**config.mk**
```make
export PLATFORM = sky130hd
export DESIGN_NAME = hazardAddrPipe
export DESIGN_NICKNAME = d
export VERILOG_FILES = /design/src/rtl/regAddrPkg.sv /design/src/rtl/hazardAddrPipe.sv
export SDC_FILE = /design/constraint.sdc
export NUM_CORES = 1
export LEC_CHECK = 0
export ABC_AREA = 1
export ABC_CLOCK_PERIOD_IN_PS = 3140
export BUFFER_PORTS_ARGS = -buffer_cell sky130_fd_sc_hd__buf_2
export CAP_MARGIN = 20
export CORE_MARGIN = 1
export CORE_UTILIZATION = 50
export CTS_BUF_LIST = sky130_fd_sc_hd__clkbuf_16
export CTS_CLUSTER_SIZE = 10
export DETAILED_ROUTE_END_ITERATION = 7
export PLACE_DENSITY = 0.69
export SKIP_CTS_REPAIR_TIMING = 1
export SYNTH_ARGS = -nofsm -noshare
export SYNTH_HDL_FRONTEND = slang
export SYNTH_SLANG_ARGS = --single-unit
```
**constraint.sdc**
```tcl
create_clock -name clk -period 3.14 [get_ports clk]
set_clock_uncertainty 0.05 [all_clocks]
set_input_delay 0.628 -clock clk [delete_from_list [all_inputs] [get_ports clk]]
set_output_delay 0.628 -clock clk [all_outputs]
set_load 0.1 [all_outputs]
```
**src/rtl/regAddrPkg.sv**
```systemverilog
package regAddrPkg;

  // =========================================================================
  // Widths
  // =========================================================================

  // Architectural register field as it appears in the instruction
  localparam int ArchRegWidth = 4;
  // Banked register file size, user set plus banks plus scratch
  localparam int PhysRegCount = 32;
  localparam int PhysIdxWidth = $clog2(PhysRegCount);
  // userSys, fiq, irq, svc, abort, undef
  localparam int NumModes = 6;
  // Low bits of CPSR holding the mode
  localparam int ModeCodeWidth = 5;

  typedef logic [ArchRegWidth-1:0] archRegT;
  // All zeros means no register
  typedef logic [PhysRegCount-1:0] physSelT;
  typedef logic [NumModes-1:0] modeOneHotT;

  // =========================================================================
  // Decoder ports
  // =========================================================================

  localparam int NumAddrPorts = 4;
  localparam int PortRa1 = 0;
  localparam int PortRa2 = 1;
  localparam int PortWa3 = 2;
  // Long multiply low destination, decoded in execute
  localparam int PortRdLo = 3;

  // =========================================================================
  // Processor modes
  // =========================================================================

  // CPSR[4:0] encodings
  localparam logic [ModeCodeWidth-1:0] ModeUser = 5'b10000;
  localparam logic [ModeCodeWidth-1:0] ModeSystem = 5'b11111;
  localparam logic [ModeCodeWidth-1:0] ModeFiq = 5'b10001;
  localparam logic [ModeCodeWidth-1:0] ModeIrq = 5'b10010;
  localparam logic [ModeCodeWidth-1:0] ModeSvc = 5'b10011;
  localparam logic [ModeCodeWidth-1:0] ModeAbort = 5'b10111;
  localparam logic [ModeCodeWidth-1:0] ModeUndef = 5'b11011;

  // Bit positions inside modeOneHotT, userSys is the MSB
  localparam int ModeBitUserSys = 5;
  localparam int ModeBitFiq = 4;
  localparam int ModeBitIrq = 3;
  localparam int ModeBitSvc = 2;
  localparam int ModeBitAbort = 1;
  localparam int ModeBitUndef = 0;

  // =========================================================================
  // Register map
  // =========================================================================

  // Architectural registers with special banking
  localparam archRegT FiqLowReg = 4'd8;
  localparam archRegT FiqHighReg = 4'd12;
  localparam archRegT SpReg = 4'd13;
  localparam archRegT LrReg = 4'd14;
  localparam archRegT PcReg = 4'd15;

  // Physical base indices
  localparam logic [PhysIdxWidth-1:0] PhysUserBase = 5'd0;
  localparam logic [PhysIdxWidth-1:0] PhysFiqR8Base = 5'd16;
  localparam logic [PhysIdxWidth-1:0] PhysFiqR13Base = 5'd21;
  localparam logic [PhysIdxWidth-1:0] PhysIrqR13Base = 5'd23;
  localparam logic [PhysIdxWidth-1:0] PhysSvcR13Base = 5'd25;
  localparam logic [PhysIdxWidth-1:0] PhysAbortR13Base = 5'd27;
  localparam logic [PhysIdxWidth-1:0] PhysUndefR13Base = 5'd29;
  // Scratch slot used by multi-cycle sequences
  localparam logic [PhysIdxWidth-1:0] PhysScratch = 5'd31;

endpackage
```
**src/rtl/hazardAddrPipe.sv**
```systemverilog
`timescale 1ns/1ps

module hazardAddrPipe (
  input  logic clk,
  input  logic arstN,
  // Hazard unit controls
  input  logic stallE,
  input  logic stallM,
  input  logic flushM,
  input  logic stallW,
  input  logic flushW,
  // Decode-stage selects
  input  regAddrPkg::physSelT ra1D,
  input  regAddrPkg::physSelT ra2D,
  input  regAddrPkg::physSelT wa3D,
  input  logic rmImmD,
  // Writeback destination to the register file
  output regAddrPkg::physSelT wa3W,
  // Forwarding and stall matches
  output logic match1DE,
  output logic match2DE,
  output logic match1EM,
  output logic match2EM,
  output logic match1EW,
  output logic match2EW
);
  import regAddrPkg::*;

  physSelT wa3E;
  physSelT ra1E;
  physSelT ra2E;
  // Execute copy of the immediate flag
  logic rmImmE;
  physSelT wa3M;

  // =========================================================================
  // Execute stage
  // =========================================================================

  always_ff @(posedge clk or negedge arstN) begin
    if (!arstN) begin
      wa3E <= '0;
      ra1E <= '0;
      ra2E <= '0;
      rmImmE <= 1'b0;
    end else if (!stallE) begin
      wa3E <= wa3D;
      ra1E <= ra1D;
      ra2E <= ra2D;
      rmImmE <= rmImmD;
    end
  end

  // Decode reads against the instruction now in execute
  // Zero select is no register and never matches
  assign match1DE = (wa3E == ra1D) && (wa3E != '0);
  // Immediate in bits 3:0 is not a register read
  assign match2DE = (wa3E == ra2D) && (wa3E != '0) && !rmImmD;

  // =========================================================================
  // Memory stage
  // =========================================================================

  always_ff @(posedge clk or negedge arstN) begin
    if (!arstN) begin
      wa3M <= '0;
      match1EM <= 1'b0;
      match2EM <= 1'b0;
    end else if (flushM) begin
      // Bubble, flush wins over a stall
      wa3M <= '0;
      match1EM <= 1'b0;
      match2EM <= 1'b0;
    end else if (!stallM) begin
      wa3M <= wa3E;
      // Decode matches move along with their instruction
      match1EM <= match1DE;
      match2EM <= match2DE;
    end
  end

  // =========================================================================
  // Writeback stage
  // =========================================================================

  always_ff @(posedge clk or negedge arstN) begin
    if (!arstN) begin
      wa3W <= '0;
    end else if (flushW) begin
      wa3W <= '0;
    end else if (!stallW) begin
      wa3W <= wa3M;
    end
  end

  // Writeback result against execute operands
  assign match1EW = (wa3W == ra1E) && (wa3W != '0);
  // Same suppression as decode, carried in rmImmE
  assign match2EW = (wa3W == ra2E) && (wa3W != '0) && !rmImmE;

  // =========================================================================
  // Checks
  // =========================================================================

  // Flushed memory stage drives no forwarding next cycle
  flushMBubble: assert property (
    @(posedge clk) disable iff (!arstN)
    flushM |=> (wa3M == '0) && !match1EM && !match2EM
  ) else $error("memory stage not empty after flushM");

  // Flushed writeback stage cannot match the execute operands
  flushWBubble: assert property (
    @(posedge clk) disable iff (!arstN)
    flushW |=> (wa3W == '0) && !match1EW && !match2EW
  ) else $error("writeback stage not empty after flushW");

  // At most one register written per cycle
  wa3WOneHot: assert property (
    @(posedge clk) disable iff (!arstN)
    $onehot0(wa3W)
  ) else $error("wa3W %h selects more than one register", wa3W);

endmodule

```
# Word-level counts from Yosys, hierarchy flattened
# Cells that the tools add are included.
# Widths: inputs -> output; s select.
[word_totals]
regBits = 163
latchBits = 0
ramBits = 0
mem_bits_ro = 0
input_bits = 104
out_inout_bits = 38
elab_cells = 32
memories = 0
[classes]
add_sub_neg = 0
n_mul = 0
div = 0
magnitude_cmp = 0
eq_ne = 6
shifts = 0
mux = 8
bitwise = 0
n_reduce_logical = 10
[op_table]
columns = ["op", "count"]
rows = [
  ["$eq 32x32->1", 4],
  ["$mux 32", 4],
  ["$reduce_bool 32->1", 2],
  ["$logic_and 1x1->1", 6],
  ["$mux 1", 4],
  ["$ne 2x1->1 const B", 2],
  ["$logic_not 1->1", 2],
]

# Logic depth before layout (Yosys ltp)
# Gate-level depths: netlist (run 1).
[logic_depth]
depth_word = 5
ltp_mapped = 10
mapped_depth_nobuf = 10

# Least setup slack after synthesis (run 1)
# Ideal clock, no wire load.
[synth_path]
kind = "register -> output"
start = "register wa3W[15]"
end = "output match2EW"
arrival_time_ns = 2.930
required_time_ns = 2.462
setup_slack_ns = -0.468
path_stages_with_launch = 9
n_path_buf = 0
cell_sequence = "dfrtp_1 -> inv_1 -> nand2_1 -> o21ai_0 -> nor3_1 -> nand2_1 -> nor2_1 -> nand2_1 -> nor2_1"
[synth_between]
elab_chain_cells = 3
word_cells_on_any_way = 4
cone_classes = "eq/ne: 1; reduce/logical: 3"
[synth_rtl]
columns = ["item", "line", "rtl"]
rows = [
  ["start, declared", "hazardAddrPipe.sv:18", "output regAddrPkg::physSelT wa3W,"],
  ["start signal, assigned", "hazardAddrPipe.sv:92", "wa3W <= wa3M;"],
  ["$eq 32x32->1 or $reduce_bool 32->1 (tied branches)", "hazardAddrPipe.sv:99", "assign match2EW = (wa3W == ra2E) && (wa3W != '0) && !rmImmE;"],
  ["$logic_and 1x1->1 (*) (2 in a row)", "hazardAddrPipe.sv:99", ""],
  ["end, declared", "hazardAddrPipe.sv:25", "output logic match2EW"],
]
# Mark *: on every way between the ends. The rest lies on a longest branch, timed or not.

# Final worst setup path (run 1)
[layout_path]
start = "register wa3W[27]"
end = "output match2EW"
# Same word-level chain as after synthesis.

==> results.json, run 1 <==
{
  "timing_max_transition_violations_final": 0,
  "timing.critical_path.from_type": "flop",
  "clkLatencyLatePin_ns": 0.43,
  "power_switching_mw": 1.67,
  "cts_max_path_buffers": 2,
  "layout_cell_share_with_drive_strength_beyond_1": 0.189,
  "post-route-util": 0.608,
  "place_hpwl_mm": 20.3,
  "worst_setup_hold_path_clk_slew_ns": 0.06,
  "worst-slew-pin-transition_ns": 0.863,
  "yosysSeqAreaShare": 0.503,
  "worstPathRequired_ns": 2.46,
  "power.density_cell_area_mw_per_mm2": 566,
  "worst_setup_path_end_kind": "primary output",
  "routed_wl_mm": 26.7,
  "grt_remaining_overflow": 0,
  "critical_path_arrival_ns": 2.31,
  "start_util": 0.511,
  "irDropWorstVdd_mv": 0.352,
  "die_width_um": 129,
  "slew_headroom": 0.425,
  "finalCriticalPeriod_ns": 2.99,
  "routed-via-count": 7544,
  "final_net_count": 1269,
  "timing.final.crit_share": 0.951,
  "power_frac_clock": 0.380,
  "timing.max_cap.violations": 0,
  "switching_share": 0.306,
  "comb_power_share": 0.182,
  "grt_antenna_before_repair": 0,
  "top_layer_used": "met4",
  "number_of_design_rule_violations_left_after_detail_routing": 0,
  "detail_route.vias_per_cell": 5.41,
  "drt_first_pass_iters": 8,
  "grtUsageTotal": 0.336,
  "detailed_place.area_mm2": 0.00908,
  "rsz0062_at_grt": "false",
  "dr.first_iter.drc_count": 790,
  "worst_path_max_fanout": 4,
  "clkSinkCount": 163,
  "outcome": "complete, no violations",
  "cts_buffers": 17,
  "synth_top_cell_area_share": 0.503,
  "layout.cell_area.non_filler_mm2": 0.00966,
  "largest_net_degree_at_the_start_of_global_routing": 70,
  "yosysWarnings": 0,
  "synthesis.nets": 1131,
  "hold_class": "input pin to asynchronous set/reset pin",
  "seq_power_share": 0.438,
  "top_cells_by_area_in_the_synthesized_netlist": "sky130_fd_sc_hd__dfrtp_1 (50%), sky130_fd_sc_hd__nand2_1 (12%), sky130_fd_sc_hd__inv_1 (6.6%)",
  "yosys.area.top_type": "sky130_fd_sc_hd__dfrtp_1",
  "place.port_buffers": 141,
  "io_pins": 142,
  "core-area_mm2": 0.0159,
  "leakage_nw": 4.95,
  "fmaxAchievable_mhz": 335,
  "wl_met2_mm": 12.3,
  "detail_route.wirelength.met1_mm": 11.7,
  "power_mw": 5.46,
  "hold_violations": 0,
  "maximum_level_of_the_cts_h_tree": 4,
  "rows": 46,
  "tritoncts": "yes",
  "total_length_of_routed_met3_wires_mm": 1.87,
  "die_height_um": 129,
  "wl_per_cell_um": 19.1,
  "post_synth_num_cell_types": 27,
  "post_synthesis_cell_area_mm2": 0.00812,
  "antennaDiodeCount": 0,
  "grt_first_pass_wirelength_mm": 40.6,
  "fillers": 1484,
  "fin_tns_setup_ns": 0,
  "final_antenna_net_count": 0,
  "cts_root_buffer": "sky130_fd_sc_hd__clkbuf_16",
  "final-setup-viol-count": 0,
  "finalWeightedCongestion": 1.01,
  "internal_power_of_the_cells_mw": 3.79,
  "ff_latch_count_synth": 163,
  "syn_avg_cell_area_um2": 7.90,
  "netlist_instances": 1027,
  "first_global_vias": 7184,
  "area_delta_synth_final_pct": 19.0,
  "timing_worst_setup_path_type": "flop to primary output",
  "design.die.area_mm2": 0.0167
}
per-stage QoR:
stage	cells	hold WS (ns)	setup WS, ns
finish	1394	0.0990	0.153
global route	1394	0.140	0.000361
CTS	1394	0.124	0.113
detailed placement	1362	0.411	0.405
global placement	1362	0.416	0.387
floorplan	1027	0.282	-0.00300
critical path, cell delays in order (launching register included):
cell                       delay (ns)
sky130_fd_sc_hd__dfrtp_1         0.47
sky130_fd_sc_hd__or2_0           0.26
sky130_fd_sc_hd__a221oi_1        0.48
sky130_fd_sc_hd__nand3_1         0.15
sky130_fd_sc_hd__nor2_2          0.17
sky130_fd_sc_hd__clkbuf_4        0.34
state kept, by name, summed over array words and instances, names as in the netlist:
signal,flops
rmImmE,1
ra1E,32
match1EM,1
wa3E,32
wa3M,32
match2EM,1
ra2E,32
wa3W,32
synth_stat cells, drive strengths merged:
cell    number
buf         17
nand2      261
or2          5
xor2        12
mux2        11
clkbuf      16
dfrtp      163
xnor2       32
o21ai       67
nor3         6
nor2       106
inv        166
and3         1
nor3b        1
and2         2
nand3       16
a21oi       36
o211ai       1
nand4       38
o22ai       69
a221oi       1
layout make-up:
type                            count  area, um2  share of cell area
Timing Repair Buffer              152        837              0.0866
Multi-Input combinational cell    665       3270               0.339
Clock inverter                     15        153              0.0158
Tap cell                          216        270              0.0280
Sequential cell                   163       4080               0.422
Clock buffer                       17        425              0.0440
Inverter                          166        623              0.0645
power groups by stage:
| stage | Combinational (mW) | Clock [mW] | Sequential [mW] |
|---|---|---|---|
| global route | 1.08 | 2.19 | 2.41 |
| CTS | 0.983 | 2.09 | 2.39 |
| finish | 0.996 | 2.08 | 2.39 |
| global placement | 0.966 | 0 | 2.42 |
| floorplan | 0.490 | 0 | 2.52 |
| detailed placement | 0.977 | 0 | 2.43 |
final timing paths:
| check | endpoint | slack [ns] | depth (start not counted) | from |
|---|---|---|---|---|
| max | match2EW | 0.15 | 5 | wa3W[27]$_DFFE_PN0P_ |
| min | wa3M[9]$_DFFE_PN0P_ | 0.1 | 1 | arstN |
| max reg2reg | match2EM$_DFFE_PN0P_ | 1.36 | 8 | wa3E[11]$_DFFE_PN0N_ |
| min reg2reg | match1EM$_DFFE_PN0P_ | 0.44 | 2 | match1EM$_DFFE_PN0P_ |
| max in group asynchronous | wa3E[29]$_DFFE_PN0N_ | 2.09 | 2 | arstN |
| min in group clk | wa3E[28]$_DFFE_PN0N_ | 0.38 | 3 | wa3D[28] |
cell usage in the layout (no fill, tap or decap), types with 2 or more instances in the layout:
cell type	n
sky130_fd_sc_hd__nand3_1	16
sky130_fd_sc_hd__inv_2	23
sky130_fd_sc_hd__nor2_1	101
sky130_fd_sc_hd__and2_1	2
sky130_fd_sc_hd__nand2_1	259
sky130_fd_sc_hd__nand2_2	2
sky130_fd_sc_hd__a21oi_1	36
sky130_fd_sc_hd__inv_1	148
sky130_fd_sc_hd__nor3_1	6
sky130_fd_sc_hd__buf_4	9
sky130_fd_sc_hd__buf_2	138
sky130_fd_sc_hd__buf_12	3
sky130_fd_sc_hd__xnor2_1	32
sky130_fd_sc_hd__o22ai_1	69
sky130_fd_sc_hd__o21ai_0	67
sky130_fd_sc_hd__xor2_1	12
sky130_fd_sc_hd__nand4_1	38
sky130_fd_sc_hd__dfrtp_1	163
sky130_fd_sc_hd__clkinv_4	2
sky130_fd_sc_hd__nor2_2	5
sky130_fd_sc_hd__clkbuf_16	17
sky130_fd_sc_hd__or2_2	4
sky130_fd_sc_hd__bufinv_16	3
sky130_fd_sc_hd__clkinv_2	3
sky130_fd_sc_hd__mux2_2	11
routing by layer:
| layer | GRT usage | vias to the layer above |
|---|---|---|
| met4 | 0.107 | 0 |
| met3 | 0.0619 | 42 |
| met2 | 0.526 | 362 |
| li1 | - | 3555 |
| met5 | 0 | - |
| met1 | 0.476 | 3585 |
kinds of logic (layout without fill, tap and decap cells):
kind of cell,count (synthesis),after routing,synth area share
and+or+nand+nor,436,436,0.221
AOI/OAI and AO/OA,174,174,0.119
DFF,163,163,0.503
buffers and inverters,199,350,0.0948
muxes,11,11,0.0153
xor gates and xnor gates,44,44,0.0475
Power figures use the tool's default switching activity.
==> run 2, diff against run 1 <==
==> constraint.sdc (replaced) <==
create_clock -name clk -period 3.14 [get_ports clk]
set_clock_uncertainty 0.05 [all_clocks]
set_input_delay 0.628 -clock clk [delete_from_list [all_inputs] [get_ports clk]]
set_output_delay 0.628 -clock clk [all_outputs]
set_load 0.01 [all_outputs]
==> run 2 against run 1 <==
Compared with the run above: clock power fell by 10%; sequential share of layout area rose by 0.34 points; sequential power barely moved; final area fell by 0.79%; highest routed layer unchanged; fmax rose by 7.0%; die area did not move; register-to-register slack improved by 0.06 ns; critical path type unchanged; largest cell class unchanged; hold slack improved by 0.051 ns.
==> results.json, run 2 (synthesis gave the netlist of run 1 again) <==
{
  "grt_first_pass_wirelength_mm": 39.5,
  "startpoint": "wa3W[27]$_DFFE_PN0P_",
  "layout_cell_share_with_drive_strength_beyond_1": 0.186,
  "final_antenna_net_count": 0,
  "hold_class": "input pin to asynchronous set/reset pin",
  "layout_commonest_cell": "sky130_fd_sc_hd__nand2_1",
  "worst_path_max_fanout": 4,
  "timing.rr.start": "wa3E[11]$_DFFE_PN0N_",
  "r2r_setup_slack_ns": 1.42,
  "area_delta_synth_final_pct": 18.1,
  "timing.critical_path.from_type": "flop",
  "cts_root_buffer": "sky130_fd_sc_hd__clkbuf_16",
  "slew_headroom": 0.434,
  "core-area_mm2": 0.0159,
  "finalCriticalPeriod_ns": 2.79,
  "worst_setup_path_end_kind": "primary output",
  "first_global_vias": 7101,
  "wl_per_cell_um": 18.6,
  "timing_max_transition_violations_final": 0,
  "rows": 46,
  "dr.first_iter.drc_count": 797,
  "timing.critical_path.to": "match2EW",
  "grt_antenna_before_repair": 0,
  "drt_first_pass_iters": 5,
  "cts_max_path_buffers": 2,
  "die_height_um": 129,
  "maximum_level_of_the_cts_h_tree": 4,
  "detailed_place.area_mm2": 0.00908,
  "io_pins": 142,
  "layout.cell_area.non_filler_mm2": 0.00958,
  "hold_violations": 0,
  "fin_tns_setup_ns": 0,
  "worstPathRequired_ns": 2.46,
  "pre_cts_slack_ns": 0.717,
  "finalWeightedCongestion": 1.04,
  "power.density_cell_area_mw_per_mm2": 534,
  "worst_setup_hold_path_clk_slew_ns": 0.06,
  "final-instance-count-excl-fill": 1391,
  "detail_route.vias_per_cell": 5.40,
  "timing_worst_setup_path_type": "flop to primary output",
  "largest_net_degree_at_the_start_of_global_routing": 65,
  "fmaxAchievable_mhz": 358,
  "place_hpwl_mm": 19.7,
  "fin_ws_ns": 0.349,
  "die_width_um": 129,
  "number_of_design_rule_violations_left_after_detail_routing": 0,
  "clkLatencyLatePin_ns": 0.43,
  "most-common-layout-cells": "sky130_fd_sc_hd__nand2_1 (259), sky130_fd_sc_hd__dfrtp_1 (163), sky130_fd_sc_hd__inv_1 (147)",
  "routed_wl_mm": 25.9,
  "critical_path_arrival_ns": 2.11,
  "placed_cells_incl_taps": 1362,
  "final-setup-viol-count": 0,
  "tritoncts": "yes",
  "leakage_nw": 4.91,
  "final_layout_worst_hold_slack_ns": 0.150,
  "routed-via-count": 7517,
  "grt_remaining_overflow": 0,
  "worst-slew-pin-transition_ns": 0.849,
  "place.port_buffers": 141,
  "timing.max_cap.violations": 0,
  "rsz0062_at_grt": "false",
  "timing.final.crit_share": 0.889,
  "power_mw": 5.12,
  "cts_buffers": 17,
  "grtUsageTotal": 0.325,
  "post-route-util": 0.603,
  "antennaDiodeCount": 0,
  "irDropWorstVdd_mv": 0.373,
  "design.die.area_mm2": 0.0167,
  "final_net_count": 1269,
  "reg2reg_depth": 8,
  "outcome": "complete, no violations",
  "clkSinkCount": 163,
  "worstReg2RegEnd": "match2EM$_DFFE_PN0P_",
  "start_util": 0.511
}
[run 2: worst min path at each step]
| stage | from | to | cells after the start |
|---|---|---|---|
| 2_1_floorplan | arstN | match1EM$_DFFE_PN0P_ | 0 |
| 3_3_place_gp | ra2E[2]$_DFFE_PN0N_ | ra2E[2]$_DFFE_PN0N_ | 2 |
| 3_5_place_dp | match2EM$_DFFE_PN0P_ | match2EM$_DFFE_PN0P_ | 2 |
| 4_1_cts | arstN | wa3M[8]$_DFFE_PN0P_ | 1 |
| 5_1_grt | arstN | wa3W[8]$_DFFE_PN0P_ | 1 |
| 6_report | arstN | wa3W[8]$_DFFE_PN0P_ | 1 |
[run 2: area by class of cell]
cell class | instances | area, um2
clock buffer | 17 | 425
clock inverter | 12 | 80.1
fill | 1489 | 6300
inverter | 166 | 623
multi-input combinational | 665 | 3270
sequential | 163 | 4080
tap | 216 | 270
timing repair buffer | 152 | 838
[run 2: power by group]
part	total [mW]	switching (mW)	internal [mW]
clock	1.87	0.814	1.05
combinational	0.862	0.558	0.304
sequential	2.39	0.133	2.26
[run 2: routing by layer]
metal  vias to the layer above  wire length, um  part of all wire  GRT usage
met5                         -                0                 0          0
met4                         0              850             0.033      0.126
met3                        50             1800             0.070     0.0562
met2                       346            11800              0.46      0.507
met1                      3569            11400              0.44      0.455
li1                       3552                -                 -          -
[run 2: critical path, stage by stage (launching register included)]
cell and delay (ns):
sky130_fd_sc_hd__dfrtp_1 0.47, sky130_fd_sc_hd__or2_0 0.25, sky130_fd_sc_hd__a221oi_1 0.45, sky130_fd_sc_hd__nand3_1 0.14, sky130_fd_sc_hd__nor2_1 0.21, sky130_fd_sc_hd__buf_2 0.17
==> run 3, diff against run 2 <==
--- a/config.mk
+++ b/config.mk
@@ -14,7 +14,7 @@
 export CTS_BUF_LIST = sky130_fd_sc_hd__clkbuf_16
 export CTS_CLUSTER_SIZE = 10
 export DETAILED_ROUTE_END_ITERATION = 7
-export PLACE_DENSITY = 0.69
+export PLACE_DENSITY = 0.72
 export SKIP_CTS_REPAIR_TIMING = 1
 export SYNTH_ARGS = -nofsm -noshare
 export SYNTH_HDL_FRONTEND = slang
==> run 3 against run 2 <==
Compared with the run above: clock-buffer cell count did not move; hold slack got worse by 0.056 ns; sequential share of layout area fell by 0.37 points; critical path depth rose by 3; combinational power rose by 2%; setup slack got worse by 0.042 ns; sequential cell count did not move; first-iteration DRC count fell by 3.3%; core utilization rose by 0.54 points; register-to-register slack got worse by 0.05 ns; largest cell class unchanged.
==> results.json, run 3 (synthesis gave the netlist of run 1 again) <==
{
  "outcome": "complete, no violations",
  "die_width_um": 129,
  "io_pins": 142,
  "slew_headroom": 0.450,
  "worst_path_max_fanout": 5,
  "detail_route.vias_per_cell": 5.46,
  "worst_setup_path_end_kind": "primary output",
  "worstPathRequired_ns": 2.46,
  "cts_root_buffer": "sky130_fd_sc_hd__clkbuf_16",
  "placed_cells_incl_taps": 1363,
  "grt_remaining_overflow": 0,
  "routed_wl_mm": 26.9,
  "final_antenna_net_count": 0,
  "largest_net_degree_at_the_start_of_global_routing": 63,
  "globalRouteMet2Util": 0.556,
  "worst-slew-pin-transition_ns": 0.825,
  "power_mw": 5.35,
  "core-area_mm2": 0.0159,
  "dr.first_iter.drc_count": 771,
  "place.port_buffers": 141,
  "met3_track_demand_over_resource_in_global_routing": 0.0772,
  "grt_first_pass_wirelength_mm": 40.9,
  "clkSinkCount": 163,
  "final_net_count": 1270,
  "seq_power_share": 0.447,
  "final-instance-count-excl-fill": 1394,
  "irDropWorstVdd_mv": 0.410,
  "hold_class": "input pin to asynchronous set/reset pin",
  "hold_violations": 0,
  "design.die.area_mm2": 0.0167,
  "rsz0062_at_grt": "false",
  "leakage_nw": 4.95,
  "timing.final.crit_share": 0.902,
  "worst_setup_hold_path_clk_slew_ns": 0.07,
  "timing_worst_setup_path_type": "flop to primary output",
  "power_frac_clock": 0.389,
  "first_global_vias": 7343,
  "rows": 46,
  "cts_max_path_buffers": 2,
  "finalWeightedCongestion": 0.984,
  "fmaxAchievable_mhz": 353,
  "layout_cell_share_with_drive_strength_beyond_1": 0.188,
  "drt_first_pass_iters": 6,
  "grt_antenna_before_repair": 0,
  "power_switching_mw": 1.56,
  "fin_tns_setup_ns": 0,
  "timing_max_transition_violations_final": 0,
  "switching_share": 0.291,
  "antennaDiodeCount": 0,
  "number_of_design_rule_violations_left_after_detail_routing": 0,
  "reg2reg_depth": 8,
  "tritoncts": "yes",
  "layout_commonest_cell": "sky130_fd_sc_hd__nand2_1",
  "start_util": 0.511,
  "grt-busiest-layer": "met2",
  "place_hpwl_mm": 20.6,
  "most-common-layout-cells": "sky130_fd_sc_hd__nand2_1 (259), sky130_fd_sc_hd__dfrtp_1 (163), sky130_fd_sc_hd__inv_1 (146)",
  "wl_per_cell_um": 19.3,
  "grtUsageTotal": 0.339,
  "die_height_um": 129,
  "area_delta_synth_final_pct": 19.1,
  "internal_power_of_the_cells_mw": 3.79,
  "routed-via-count": 7617,
  "maximum_level_of_the_cts_h_tree": 4,
  "comb_power_share": 0.163,
  "grt_util_met1": 0.446,
  "cts_buffers": 17,
  "critical_path_arrival_ns": 2.15,
  "timing.max_cap.violations": 0,
  "finalCriticalPeriod_ns": 2.83,
  "timing.critical_path.from_type": "flop",
  "clkLatencyLatePin_ns": 0.44,
  "power.density_cell_area_mw_per_mm2": 554,
  "final-setup-viol-count": 0
}
==> run 3: metrics by stage <==
stage / hold WS, ns / utilization / worst slack [ns] / cell area, um2
6_report: 0.0947 / 0.609 / 0.308 / 9670
5_1_grt: 0.146 / 0.609 / 0.194 / 9670
4_1_cts: 0.121 / 0.609 / 0.394 / 9670
3_5_place_dp: 0.419 / 0.573 / 0.685 / 9090
3_3_place_gp: 0.414 / 0.573 / 0.724 / 9090
2_1_floorplan: 0.282 / - / 1.18 / 8120
==> run 3: power by group through the flow <==
stage	Clock, mW	Sequential, mW	Combinational, mW
final	2.08	2.40	0.875
after global placement	0	2.42	0.847
after CTS	2.09	2.39	0.866
after global routing	2.17	2.41	0.966
after detailed placement	0	2.43	0.858
after floorplan	0	2.40	0.490
==> run 3: worst max-delay path: stages, from the launching register on <==
cell,delay (ns)
sky130_fd_sc_hd__dfrtp_1,0.42
sky130_fd_sc_hd__inv_1,0.24
sky130_fd_sc_hd__nand3_1,0.14
sky130_fd_sc_hd__nor2_1,0.26
sky130_fd_sc_hd__nand2_1,0.10
sky130_fd_sc_hd__nor2_2,0.19
sky130_fd_sc_hd__nor2_2,0.07
sky130_fd_sc_hd__and2_1,0.16
sky130_fd_sc_hd__buf_2,0.14
==> run 3: routing by layer <==
metal  vias up  wire length [um]  part of all wire
li1       3560                 -                 -
met1      3704             11200              0.42
met2       310             13000              0.48
met3        43              2040             0.076
met4         0               700             0.026
met5         -                 0                 0
==> run 3: worst paths after layout <==
path                                      start                    to  slack, ns
max                        wa3E[11]$_DFFE_PN0N_              match1DE       0.31
min                                       arstN   wa3M[9]$_DFFE_PN0P_       0.09
max reg2reg                wa3E[11]$_DFFE_PN0N_  match2EM$_DFFE_PN0P_       1.37
min reg2reg                match2EM$_DFFE_PN0P_  match2EM$_DFFE_PN0P_       0.45
max in group asynchronous                 arstN  ra2E[19]$_DFFE_PN0N_       2.16
min in group clk                       wa3D[28]  wa3E[28]$_DFFE_PN0N_       0.38
==> run 3: final cells by class <==
type                            count  area [um2]
Clock buffer                       17         425
Clock inverter                     14         149
Fill cell                        1480        6220
Inverter                          166         623
Multi-Input combinational cell    665        3270
Sequential cell                   163        4080
Tap cell                          216         270
Timing Repair Buffer              153         855
